<file path="src/core_pkg.sv">
/* Core-wide widths, register and data types, execution commands
   and the load/store result record */

`default_nettype none

package core_pkg;

    // Data path and register file geometry
    localparam int XLEN       = 32;
    localparam int REG_ADDR_W = 5;

    typedef logic [XLEN-1:0]       xlen_t;
    typedef logic [REG_ADDR_W-1:0] reg_addr_t;

    // Commands handed out by the issuer
    typedef enum logic [4:0] {
        c_NONE,
        // Arithmetic, owned by the other units
        c_ADD,
        c_SUB,
        c_AND,
        c_OR,
        // Loads
        c_LB,
        c_LH,
        c_LW,
        c_LBU,
        c_LHU,
        // Stores
        c_SB,
        c_SH,
        c_SW
    } exec_cmd_t;

    // Result held for the committer
    typedef struct packed {
        xlen_t     data;
        reg_addr_t rd;
        logic      err;
    } lsu_result_t;

endpackage

`default_nettype wire

</file>
<file path="src/mem_pkg.sv">
/* Data memory request and response records and the byte-lane enable type */

`default_nettype none

package mem_pkg;

    // One enable bit per byte of a word
    localparam int LANES = core_pkg::XLEN / 8;

    typedef logic [LANES-1:0] byteen_t;

    // Request from the load/store unit, addr is word aligned
    typedef struct packed {
        core_pkg::xlen_t addr;
        byteen_t         byteen;
        logic            we;
        core_pkg::xlen_t wdata;
    } mem_req_t;

    // Registered RAM response
    typedef struct packed {
        core_pkg::xlen_t rdata;
        logic            err;
    } mem_rsp_t;

endpackage

`default_nettype wire

</file>
<file path="src/lsu.sv">
/* Load/store unit FSM: command capture, two-cycle memory request,
   response capture and held result */

`timescale 1ns/1ns
`default_nettype none

module lsu (
    input  wire                       clk,
    input  wire                       rst_n,
    input  wire core_pkg::exec_cmd_t  i_cmd,
    input  wire core_pkg::xlen_t      i_base,
    input  wire core_pkg::xlen_t      i_imm,
    input  wire core_pkg::xlen_t      i_store_data,
    input  wire core_pkg::reg_addr_t  i_rd,
    output logic                      o_busy,
    output logic                      o_illegal,
    output logic                      o_valid,
    output core_pkg::lsu_result_t     o_result,
    input  wire                       i_clear,
    output logic                      o_mem_req,
    output mem_pkg::mem_req_t         o_mem,
    input  wire mem_pkg::mem_rsp_t    i_mem
);

    typedef enum logic [1:0] {
        IDLE,
        REQ,
        WAIT,
        OUT
    } lsu_state_t;

    lsu_state_t          state;
    lsu_state_t          next_state;

    core_pkg::xlen_t     a_word_addr;
    mem_pkg::byteen_t    a_byteen;
    core_pkg::xlen_t     a_wdata;
    logic                a_we;
    logic                a_is_load;
    logic                a_sign_ext;
    logic                a_illegal;
    logic                accept;

    mem_pkg::mem_req_t   r_req;
    core_pkg::reg_addr_t r_rd;
    logic                r_is_load;
    logic                r_sign_ext;
    core_pkg::xlen_t     r_rdata;
    logic                r_err;
    core_pkg::xlen_t     ld_data;

    // Offset is already folded into the byte enables
    lsu_store_align u_align (
        .i_cmd        (i_cmd),
        .i_base       (i_base),
        .i_imm        (i_imm),
        .i_store_data (i_store_data),
        .o_word_addr  (a_word_addr),
        .o_offset     (),
        .o_byteen     (a_byteen),
        .o_wdata      (a_wdata),
        .o_we         (a_we),
        .o_is_load    (a_is_load),
        .o_sign_ext   (a_sign_ext),
        .o_illegal    (a_illegal)
    );

    lsu_load_extract u_extract (
        .i_word     (r_rdata),
        .i_byteen   (r_req.byteen),
        .i_sign_ext (r_sign_ext),
        .o_data     (ld_data)
    );

    assign accept    = (state == IDLE) && (a_is_load || a_we);
    assign o_illegal = (state == IDLE) && a_illegal;

    always_comb begin
        next_state = state;
        unique case (state)
            IDLE: if (accept) next_state = REQ;
            REQ:  next_state = WAIT;
            WAIT: next_state = OUT;
            OUT:  if (i_clear) next_state = IDLE;
        endcase
    end

    always_ff @(posedge clk or negedge rst_n) begin
        if (!rst_n) begin
            state      <= IDLE;
            r_req      <= '0;
            r_rd       <= '0;
            r_is_load  <= 1'b0;
            r_sign_ext <= 1'b0;
            r_rdata    <= '0;
            r_err      <= 1'b0;
        end else begin
            state <= next_state;
            if (accept) begin
                r_req.addr   <= a_word_addr;
                r_req.byteen <= a_byteen;
                r_req.we     <= a_we;
                r_req.wdata  <= a_wdata;
                r_rd         <= i_rd;
                r_is_load    <= a_is_load;
                r_sign_ext   <= a_sign_ext;
            end
            // Response registered by the RAM at the end of REQ
            if (state == WAIT) begin
                r_rdata <= r_is_load ? i_mem.rdata : '0;
                r_err   <= i_mem.err;
            end
        end
    end

    assign o_busy    = (state != IDLE);
    assign o_valid   = (state == OUT);
    assign o_mem_req = (state == REQ) || (state == WAIT);
    assign o_mem     = r_req;

    always_comb begin
        o_result.data = ld_data;
        o_result.rd   = r_rd;
        o_result.err  = r_err;
    end

endmodule

`default_nettype wire

</file>
<file path="src/lsu_load_extract.sv">
/* Byte and half selection from a returned word with sign or zero extension */

`timescale 1ns/1ns
`default_nettype none

module lsu_load_extract (
    input  wire core_pkg::xlen_t  i_word,
    input  wire mem_pkg::byteen_t i_byteen,
    input  wire                   i_sign_ext,
    output core_pkg::xlen_t       o_data
);

    logic [7:0]  byte_val;
    logic [15:0] half_val;
    logic        byte_fill;
    logic        half_fill;

    // Lowest enabled byte lane
    always_comb begin
        casez (i_byteen)
            4'b???1: byte_val = i_word[7:0];
            4'b??10: byte_val = i_word[15:8];
            4'b?100: byte_val = i_word[23:16];
            default: byte_val = i_word[31:24];
        endcase
    end

    assign half_val  = i_byteen[0] ? i_word[15:0] : i_word[31:16];
    assign byte_fill = i_sign_ext & byte_val[7];
    assign half_fill = i_sign_ext & half_val[15];

    always_comb begin
        case (i_byteen)
            4'b1111: begin
                o_data = i_word;
            end
            4'b0011, 4'b1100: begin
                o_data = {{(core_pkg::XLEN-16){half_fill}}, half_val};
            end
            4'b0000: begin
                // Nothing enabled, only before the first command
                o_data = '0;
            end
            default: begin
                o_data = {{(core_pkg::XLEN-8){byte_fill}}, byte_val};
            end
        endcase
    end

endmodule

`default_nettype wire

</file>
<file path="src/lsu_store_align.sv">
/* Effective address, byte enables and lane placement of store data
   for one load/store command */

`timescale 1ns/1ns
`default_nettype none

module lsu_store_align (
    input  wire core_pkg::exec_cmd_t i_cmd,
    input  wire core_pkg::xlen_t     i_base,
    input  wire core_pkg::xlen_t     i_imm,
    input  wire core_pkg::xlen_t     i_store_data,
    output core_pkg::xlen_t          o_word_addr,
    output logic [1:0]               o_offset,
    output mem_pkg::byteen_t         o_byteen,
    output core_pkg::xlen_t          o_wdata,
    output logic                     o_we,
    output logic                     o_is_load,
    output logic                     o_sign_ext,
    output logic                     o_illegal
);

    core_pkg::xlen_t ea;
    logic            is_byte;
    logic            is_half;
    logic            is_word;

    assign ea          = i_base + i_imm;
    assign o_word_addr = {ea[core_pkg::XLEN-1:2], 2'b00};
    assign o_offset    = ea[1:0];

    // Decode access size and direction
    always_comb begin
        is_byte    = 1'b0;
        is_half    = 1'b0;
        is_word    = 1'b0;
        o_is_load  = 1'b0;
        o_we       = 1'b0;
        o_sign_ext = 1'b0;
        o_illegal  = 1'b0;
        unique case (i_cmd)
            core_pkg::c_LB: begin
                is_byte    = 1'b1;
                o_is_load  = 1'b1;
                o_sign_ext = 1'b1;
            end
            core_pkg::c_LH: begin
                is_half    = 1'b1;
                o_is_load  = 1'b1;
                o_sign_ext = 1'b1;
            end
            core_pkg::c_LW: begin
                is_word    = 1'b1;
                o_is_load  = 1'b1;
                o_sign_ext = 1'b1;
            end
            core_pkg::c_LBU: begin
                is_byte   = 1'b1;
                o_is_load = 1'b1;
            end
            core_pkg::c_LHU: begin
                is_half   = 1'b1;
                o_is_load = 1'b1;
            end
            core_pkg::c_SB: begin
                is_byte = 1'b1;
                o_we    = 1'b1;
            end
            core_pkg::c_SH: begin
                is_half = 1'b1;
                o_we    = 1'b1;
            end
            core_pkg::c_SW: begin
                is_word = 1'b1;
                o_we    = 1'b1;
            end
            core_pkg::c_NONE: begin
                is_byte = 1'b0;
            end
            default: begin
                o_illegal = 1'b1;
            end
        endcase
    end

    // Lane enables, a half only looks at offset bit 1
    always_comb begin
        if (is_word) begin
            o_byteen = 4'b1111;
        end else if (is_half) begin
            o_byteen = o_offset[1] ? 4'b1100 : 4'b0011;
        end else if (is_byte) begin
            o_byteen = 4'b0001 << o_offset;
        end else begin
            o_byteen = 4'b0000;
        end
    end

    // Move store data onto the enabled lanes
    always_comb begin
        if (!o_we) begin
            o_wdata = '0;
        end else if (is_word) begin
            o_wdata = i_store_data;
        end else if (is_half) begin
            o_wdata = o_offset[1] ? {i_store_data[15:0], 16'h0000}
                                  : {16'h0000, i_store_data[15:0]};
        end else begin
            o_wdata = {{(core_pkg::XLEN-8){1'b0}}, i_store_data[7:0]} << {o_offset, 3'b000};
        end
    end

endmodule

`default_nettype wire

</file>
<file path="config.mk">
export PLATFORM = sky130hd
export DESIGN_NAME = lsu
export DESIGN_NICKNAME = d
export VERILOG_FILES = /design/src/core_pkg.sv /design/src/mem_pkg.sv /design/src/lsu.sv /design/src/lsu_load_extract.sv /design/src/lsu_store_align.sv
export SDC_FILE = /design/constraint.sdc
export NUM_CORES = 1
export LEC_CHECK = 0
export ABC_CLOCK_PERIOD_IN_PS = 4830
export BUFFER_PORTS_ARGS = -buffer_cell sky130_fd_sc_hd__buf_2
export CAP_MARGIN = 20
export CELL_PAD_IN_SITES_DETAIL_PLACEMENT = 0
export CELL_PAD_IN_SITES_GLOBAL_PLACEMENT = 1
export CORE_ASPECT_RATIO = 0.5
export CORE_MARGIN = 2
export CORE_UTILIZATION = 40
export DETAILED_ROUTE_END_ITERATION = 12
export GPL_TIMING_DRIVEN = 1
export PLACE_DENSITY = 0.92
export SETUP_SLACK_MARGIN = 0.4
export SLEW_MARGIN = 20
export SYNTH_ARGS = -nofsm -noshare
export SYNTH_HDL_FRONTEND = slang
export SYNTH_SLANG_ARGS = --single-unit
</file>
<file path="constraint.sdc">
create_clock -name clk -period 4.83 [get_ports clk]
set_input_delay 0.966 -clock clk [delete_from_list [all_inputs] [get_ports clk]]
set_output_delay 0.966 -clock clk [all_outputs]
set_load 0.02 [all_outputs]
</file>
==> run_results.csv, run 1 <==
group,metric,value,unit
synth,synth-edff-count,0,
clock_network,cts.repair.resized,0,
synth,yosys_warnings,0,
timing,relSlewSlack,35.0,%
global_routing,met2_usage,38.5,%
clock_network,numCtsBuffers,9,
synth,synth_ff_type,"dfrtp_1",
synth,synthTopCellsByArea,"dfrtp_1 (38%), o21ai_0 (6.4%), ha_1 (5.9%)",
timing,fin_ws,1.07,ns
clock_network,numClockSinks,109,
synth,syn_inst,842,
clock_network,clk_latency,0.35,ns
placed_design,post_dp_cell_area,0.00854,mm^2
worst_setup_path,rrSetupSlack,2.12,ns
power,power_density,537,mW/mm^2
worst_setup_path,slowest_stage,"dfrtp_1",
global_routing,grt_max_degree,71,
timing,skew,0.00816,ns
clock_network,cts_buffer_depth,2,
detailed_routing,viasPerCell,5.44,
timing,setup_tns,0,ns
detailed_routing,drtIter0Drc,459,
job,drv_cap,0,
synth,netlist_area,0.00719,mm^2
detailed_routing,num_vias,7054,
floorplan,num_io_pins,253,
global_routing,antenna_found_initial,0,
clock_network,cts_tree,"done",
outcome,outcome,"finished clean",
worst_setup_path,crit_path_start_kind,"flop",
timing,finalSetupViolCount,0,
final_layout,design_area,0.00884,mm^2
worst_setup_path,startpoint,"o_mem[33]",
floorplan,initial_core_util,41.1,%
synth,yosysMostFrequentCell,"dfrtp_1",
synth,async_reset_ff_share,100,%
detailed_routing,routedWlPerCell,16.9,um
detailed_routing,route.detailed.drc,0,
timing,rsz0062_at_grt,"false",
timing,fin_crit_sh,77.8,%
worst_setup_path,crit_path_end_kind,"output port",
global_routing,met1_usage,31.3,%
floorplan,core-area,0.0175,mm^2
worst_setup_path,crit_required,3.86,ns
final_layout,antenna_cells,0,
floorplan,rows,34,
worst_setup_path,critPathMostFrequentCell,"a21oi_1",
clock_network,htree_levels,3,
worst_setup_path,path_max_fanout,30,
detailed_routing,first_pass_iters,5,
final_layout,fillers,1708,
global_routing,grt_use_total,23.1,%
global_routing,grt_pass1_wl,35.9,mm
detailed_routing,ant_nets,0,
synth,ys_top_cells_by_count,"dfrtp_1 (109), nand2_1 (101), o21ai_0 (92), a21oi_1 (68), nor2_1 (48)",
clock_network,clk_pin_slew_worst_paths,0.08,ns
floorplan,die_area,0.0191,mm^2
worst_setup_path,cp_num_buf_inv,1,
timing,max_freq,266,MHz
power,ir_worst_vdd,0.442,mV
clock_network,cts_hold_buf,0,
placed_design,dp_hpwl,16.9,mm
worst_setup_path,path_cells,"nor2b_1, a21oi_1, a21oi_1, a221oi_2, nor2_4, a21o_1, buf_2",
power,p_leak,4.50,nW
global_routing,grt_busiest_layer,"met2",
worst_setup_path,critPathTopFamily,"flip-flops",
worst_setup_path,cpPeakStageDelay,0.85,ns
global_routing,met3_usage,3.59,%
final_layout,drive_gt1_share,29.0,%
placed_design,preCtsSetupSlack,1.49,ns
floorplan,die_h,98.8,um
placed_design,gp_congestion,0.958,
floorplan,die_width,194,um
worst_setup_path,cp.arrival,2.79,ns
synth,synth_top_area_share,37.9,%
synth,seq_area_frac_synth,37.9,%
clock_network,cts-root-buf,"clkbuf_16",
synth,synth.distinct_cells,73,
final_layout,area_growth_syn_to_layout,23.0,%
power,power,0.00475,W
timing,hold_viol_final,0,
timing,fin_crit,3.76,ns
timing,worstMarginPinSlew,0.971,ns
clock_network,cts_setup_buffers,0,
synth,yosys.area.top_type,"dfrtp_1",
detailed_routing,wl,22.0,mm
worst_setup_path,r2r_start,"state[0]",
global_routing,grt_overflow_total,0,
global_routing,grt_pass1_vias,6812,
timing,drv_slew,0,
worst_setup_path,critical_path_class,"reg2out",
final_layout,num-nets-final,1235,
placed_design,port-buffer-count,250,
hold_path,hp-class,"reg2reg",
synth,avgSynthCellArea,8.54,um^2
synth,synth_seq_cells,109,
hold_path,min_from,"o_mem[42]",
[path summary, 6_finish.rpt]
path | cells past startpoint | endpoint
max | 7 | o_result[34]
min | 2 | o_mem[42]
max in group asynchronous | 2 | o_mem[11]
min in group asynchronous | 1 | r_rdata[24]
max reg2reg | 8 | o_mem[0]
min reg2reg | 2 | o_mem[42]
[through the flow]
stage / hold slack [ns] / utilization [%] / cells
after detailed placement: 0.464 / 48.9 / 1281
after global placement: 0.459 / 48.9 / 1281
after global routing: 0.511 / 50.6 / 1297
final: 0.477 / 50.6 / 1297
after floorplan: 0.482 / - / 843
after CTS: 0.481 / 50.5 / 1297
[worst register-to-register path: cells and delay by family, from the launching register on]
family	cells	cell delay, ns
AND/OR/NAND/NOR	3	0.84
AO/OA/AOI/OAI	3	0.99
buffers and inverters	1	0.13
adder cells (fa/ha/maj)	1	0.28
flip-flops	1	0.40
[area by class of cell]
cell class	instances	area (um^2)	area share (%)
multi-input combinational	634	4060	45.9
sequential	109	2730	30.9
timing repair buffer	255	1290	14.6
tap	234	293	3.31
clock buffer	11	243	2.74
inverter	49	184	2.08
clock inverter	5	43.8	0.495
[power breakdown]
| part | internal, W | switching, W | total, W |
|---|---|---|---|
| logic | 0.000863 | 0.00150 | 0.00236 |
| registers | 0.00127 | 0.000387 | 0.00166 |
| clock network | 0.000372 | 0.000362 | 0.000734 |
[cells in the final DEF (no fill, tap or decap), drive strengths merged, types with 9 or more instances in the layout]
master  synthesis  layout
o21ai         107     107
o211ai         11      11
nand3          41      41
nand2         101     101
a21o           31      31
xnor2          11      11
a21oi          70      70
a221o          26      26
nor3b          12      12
dfrtp         109     109
nor2b           9       9
a22oi           9       9
nor2           51      51
inv            47      49
buf            27     255
a22o           14      14
ha             34      34
xor2           15      15
clkbuf         24      11
[layer usage]
| metal | wire length (um) | vias to the layer above |
|---|---|---|
| met1 | 9910 | 3311 |
| met3 | 1190 | 36 |
| met4 | 526 | 0 |
| met2 | 10300 | 238 |
| li1 | - | 3469 |
| met5 | 0 | - |
[logic make-up after synthesis]
logic type / Yosys count / synth area share, %
other: 1 / 0.0522
buffers and inverters: 100 / 5.99
multiplexers: 6 / 0.940
AO/OA/AOI/OAI: 319 / 29.5
flip-flops: 109 / 37.9
adder cells (fa/ha/maj): 35 / 6.20
XOR/XNOR: 26 / 3.27
AND/OR/NAND/NOR: 246 / 16.1
[state kept, by name, summed over array words and instances (netlist names)]
signal and flops:
o_mem 67, r_err 1, r_is_load 1, r_rd 5, r_rdata 32, r_sign_ext 1
state 2
No activity file was read; power rests on OpenSTA's default activity.
==> run 2, diff against run 1 <==
--- a/config.mk
+++ b/config.mk
@@ -5,17 +5,17 @@
 export SDC_FILE = /design/constraint.sdc
 export NUM_CORES = 1
 export LEC_CHECK = 0
-export ABC_CLOCK_PERIOD_IN_PS = 4830
+export ABC_CLOCK_PERIOD_IN_PS = 3600
 export BUFFER_PORTS_ARGS = -buffer_cell sky130_fd_sc_hd__buf_2
 export CAP_MARGIN = 20
 export CELL_PAD_IN_SITES_DETAIL_PLACEMENT = 0
 export CELL_PAD_IN_SITES_GLOBAL_PLACEMENT = 1
 export CORE_ASPECT_RATIO = 0.5
 export CORE_MARGIN = 2
-export CORE_UTILIZATION = 40
+export CORE_UTILIZATION = 37
 export DETAILED_ROUTE_END_ITERATION = 12
 export GPL_TIMING_DRIVEN = 1
-export PLACE_DENSITY = 0.92
+export PLACE_DENSITY = 0.87
 export SETUP_SLACK_MARGIN = 0.4
 export SLEW_MARGIN = 20
 export SYNTH_ARGS = -nofsm -noshare
==> constraint.sdc (replaced) <==
create_clock -name clk -period 3.6 [get_ports clk]
set_input_delay 0.72 -clock clk [delete_from_list [all_inputs] [get_ports clk]]
set_output_delay 0.72 -clock clk [all_outputs]
set_load 0.02 [all_outputs]
==> run 2 against run 1 <==
Compared with the run above: sequential power up 30%; clock-buffer cell count down 1; sequential cell count unchanged; worst hold slack worse by 0.035 ns; via count up 0.60%; first-iteration DRC count down 3.1%; combinational power up 43%; worst setup slack worse by 0.51 ns; largest cell class unchanged; highest routed layer unchanged.
==> run_results.csv, run 2 (synthesis gave the netlist of run 1 again) <==
group,metric,value,unit
outcome,outcome,"finished clean",
power,p_switching,0.00306,W
final_layout,most-common-layout-cells,"buf_2 (249), dfrtp_1 (106), nand2_1 (101), o21ai_0 (92), a21oi_1 (68)",
worst_setup_path,critical_path_class,"reg2out",
clock_network,numClockSinks,109,
global_routing,grt_pass1_vias,6624,
floorplan,die_width,201,um
clock_network,clk_latency,0.35,ns
floorplan,num_io_pins,253,
clock_network,clk_pin_slew_worst_paths,0.09,ns
detailed_routing,route.detailed.drc,0,
timing,worstMarginPinSlew,0.789,ns
clock_network,cts_hold_buf,0,
worst_setup_path,path_max_fanout,16,
floorplan,die_h,103,um
floorplan,initial_core_util,38.4,%
placed_design,gp_congestion,0.905,
timing,fin_crit_sh,84.4,%
final_layout,regArea,0.00273,mm^2
final_layout,fillers,1898,
timing,rsz0062_at_grt,"false",
power,ir_worst_vdd,0.299,mV
worst_setup_path,crit_path_end_kind,"output port",
detailed_routing,routedWlPerCell,17.0,um
clock_network,cts_tree,"done",
worst_setup_path,critPathTopFamily,"compound AO/OA/AOI/OAI gates",
worst_setup_path,slowest_stage,"dfrtp_2",
detailed_routing,viasPerCell,5.32,
worst_setup_path,timing.rr.end,"o_mem[3]",
detailed_routing,first_pass_iters,5,
timing,relSlewSlack,47.4,%
final_layout,area_growth_syn_to_layout,25.6,%
worst_setup_path,r2r_start,"state[0]",
global_routing,grt_use_total,21.4,%
worst_setup_path,cp.arrival,2.32,ns
timing,setup_tns,0,ns
global_routing,grt_pass1_wl,35.6,mm
final_layout,largest_register_ff_count,67,
worst_setup_path,crit_path_start_kind,"flop",
final_layout,antenna_cells,0,
clock_network,cts-root-buf,"clkbuf_16",
detailed_routing,drtIter0Drc,445,
clock_network,numCtsBuffers,9,
detailed_routing,num_vias,7096,
final_layout,final_common_cell,"buf_2",
worst_setup_path,worst-r2r-cell-count,8,
global_routing,antenna_found_initial,0,
worst_setup_path,rrSetupSlack,1.07,ns
timing,max_freq,329,MHz
power,power_density,723,mW/mm^2
power,switching_share,46.9,%
final_layout,multi_input_comb_area,0.00408,mm^2
worst_setup_path,cpPeakStageDelay,0.44,ns
power,sequentialPowerShare,33.1,%
timing,skew,0.00923,ns
worst_setup_path,critPathMostFrequentCell,"buf_12",
global_routing,grt_overflow_total,0,
final_layout,final_cells,1334,
final_layout,num-nets-final,1247,
worst_setup_path,crit_required,2.88,ns
clock_network,htree_levels,3,
global_routing,grt_max_degree,69,
hold_path,hp-class,"in2async",
timing,finalHoldWorstSlack,0.442,ns
worst_setup_path,cp_num_buf_inv,3,
power,power.share.clock,15.1,%
power,internal_power,0.00347,W
final_layout,drive_gt1_share,30.2,%
timing,drv_slew,0,
floorplan,core-area,0.0187,mm^2
placed_design,dp.cells,1315,
clock_network,cts_buffer_depth,2,
timing,fin_crit,3.04,ns
detailed_routing,wl,22.7,mm
timing,hold_viol_final,0,
placed_design,dp_hpwl,17.4,mm
power,power,0.00653,W
placed_design,port-buffer-count,250,
floorplan,rows,35,
job,drv_cap,0,
power,p_comb_share,51.7,%
detailed_routing,ant_nets,0,
worst_setup_path,path_cells,"buf_12, xor2_4, o311ai_2, a21oi_1, a221oi_2, nor2_4, buf_12, a21o_1, buf_2",
power,p_leak,4.57,nW
floorplan,die_area,0.0206,mm^2
timing,finalSetupViolCount,0,
## run 2: final cells by class
| class | instances | area share (%) |
|---|---|---|
| multi-input combinational | 634 | 45.1 |
| sequential | 109 | 30.2 |
| timing repair buffer | 267 | 15.8 |
| tap | 259 | 3.59 |
| clock buffer | 10 | 2.65 |
| inverter | 49 | 2.04 |
| clock inverter | 6 | 0.596 |
## run 2: worst max path at each step
stage               from      endpoint  slack, ns  cells past startpoint
6_report       o_mem[35]  o_result[28]       0.56                      9
5_1_grt        o_mem[33]  o_result[24]       0.44                      9
4_1_cts        o_mem[36]  o_result[20]       0.42                      6
3_5_place_dp   i_base[0]     o_mem[57]       0.56                     12
3_3_place_gp   i_base[0]     o_mem[57]       0.58                     12
2_1_floorplan  o_mem[34]  o_result[22]       0.92                      6
## run 2: power by group through the flow
| stage | combinational (W) | sequential (W) | clock (W) |
|---|---|---|---|
| finish | 0.00338 | 0.00216 | 0.000987 |
| global placement | 0.00322 | 0.00216 | 0 |
| CTS | 0.00332 | 0.00215 | 0.00102 |
| detailed placement | 0.00328 | 0.00217 | 0 |
| floorplan | 0.00193 | 0.00235 | 0 |
| global route | 0.00369 | 0.00222 | 0.00106 |
## run 2: stage by stage
| stage | setup WS (ns) | area, um^2 | utilization (%) |
|---|---|---|---|
| 6_report | 0.562 | 9030 | 48.3 |
| 5_1_grt | 0.436 | 9030 | 48.3 |
| 4_1_cts | 0.422 | 8970 | 48.0 |
| 3_5_place_dp | 0.555 | 8660 | 46.3 |
| 3_3_place_gp | 0.583 | 8660 | 46.3 |
| 2_1_floorplan | 0.917 | 7190 | - |
## run 2: repair_timing
action | 4_1_cts | 5_1_grt
gates resized for setup | 2 | 8
pin swaps | 1 | 0
setup buffers | 1 | 2
endpoints found under the setup margin | 24 | 24
## run 2: layer usage
layer	up-vias	wire, um	share of wire, %	GRT usage [%]
met5	-	0	0	0
met4	0	514	2.3	6.21
met3	33	1220	5.4	3.13
met2	256	10700	47	35.5
met1	3322	10200	45	29.7
li1	3485	-	-	-
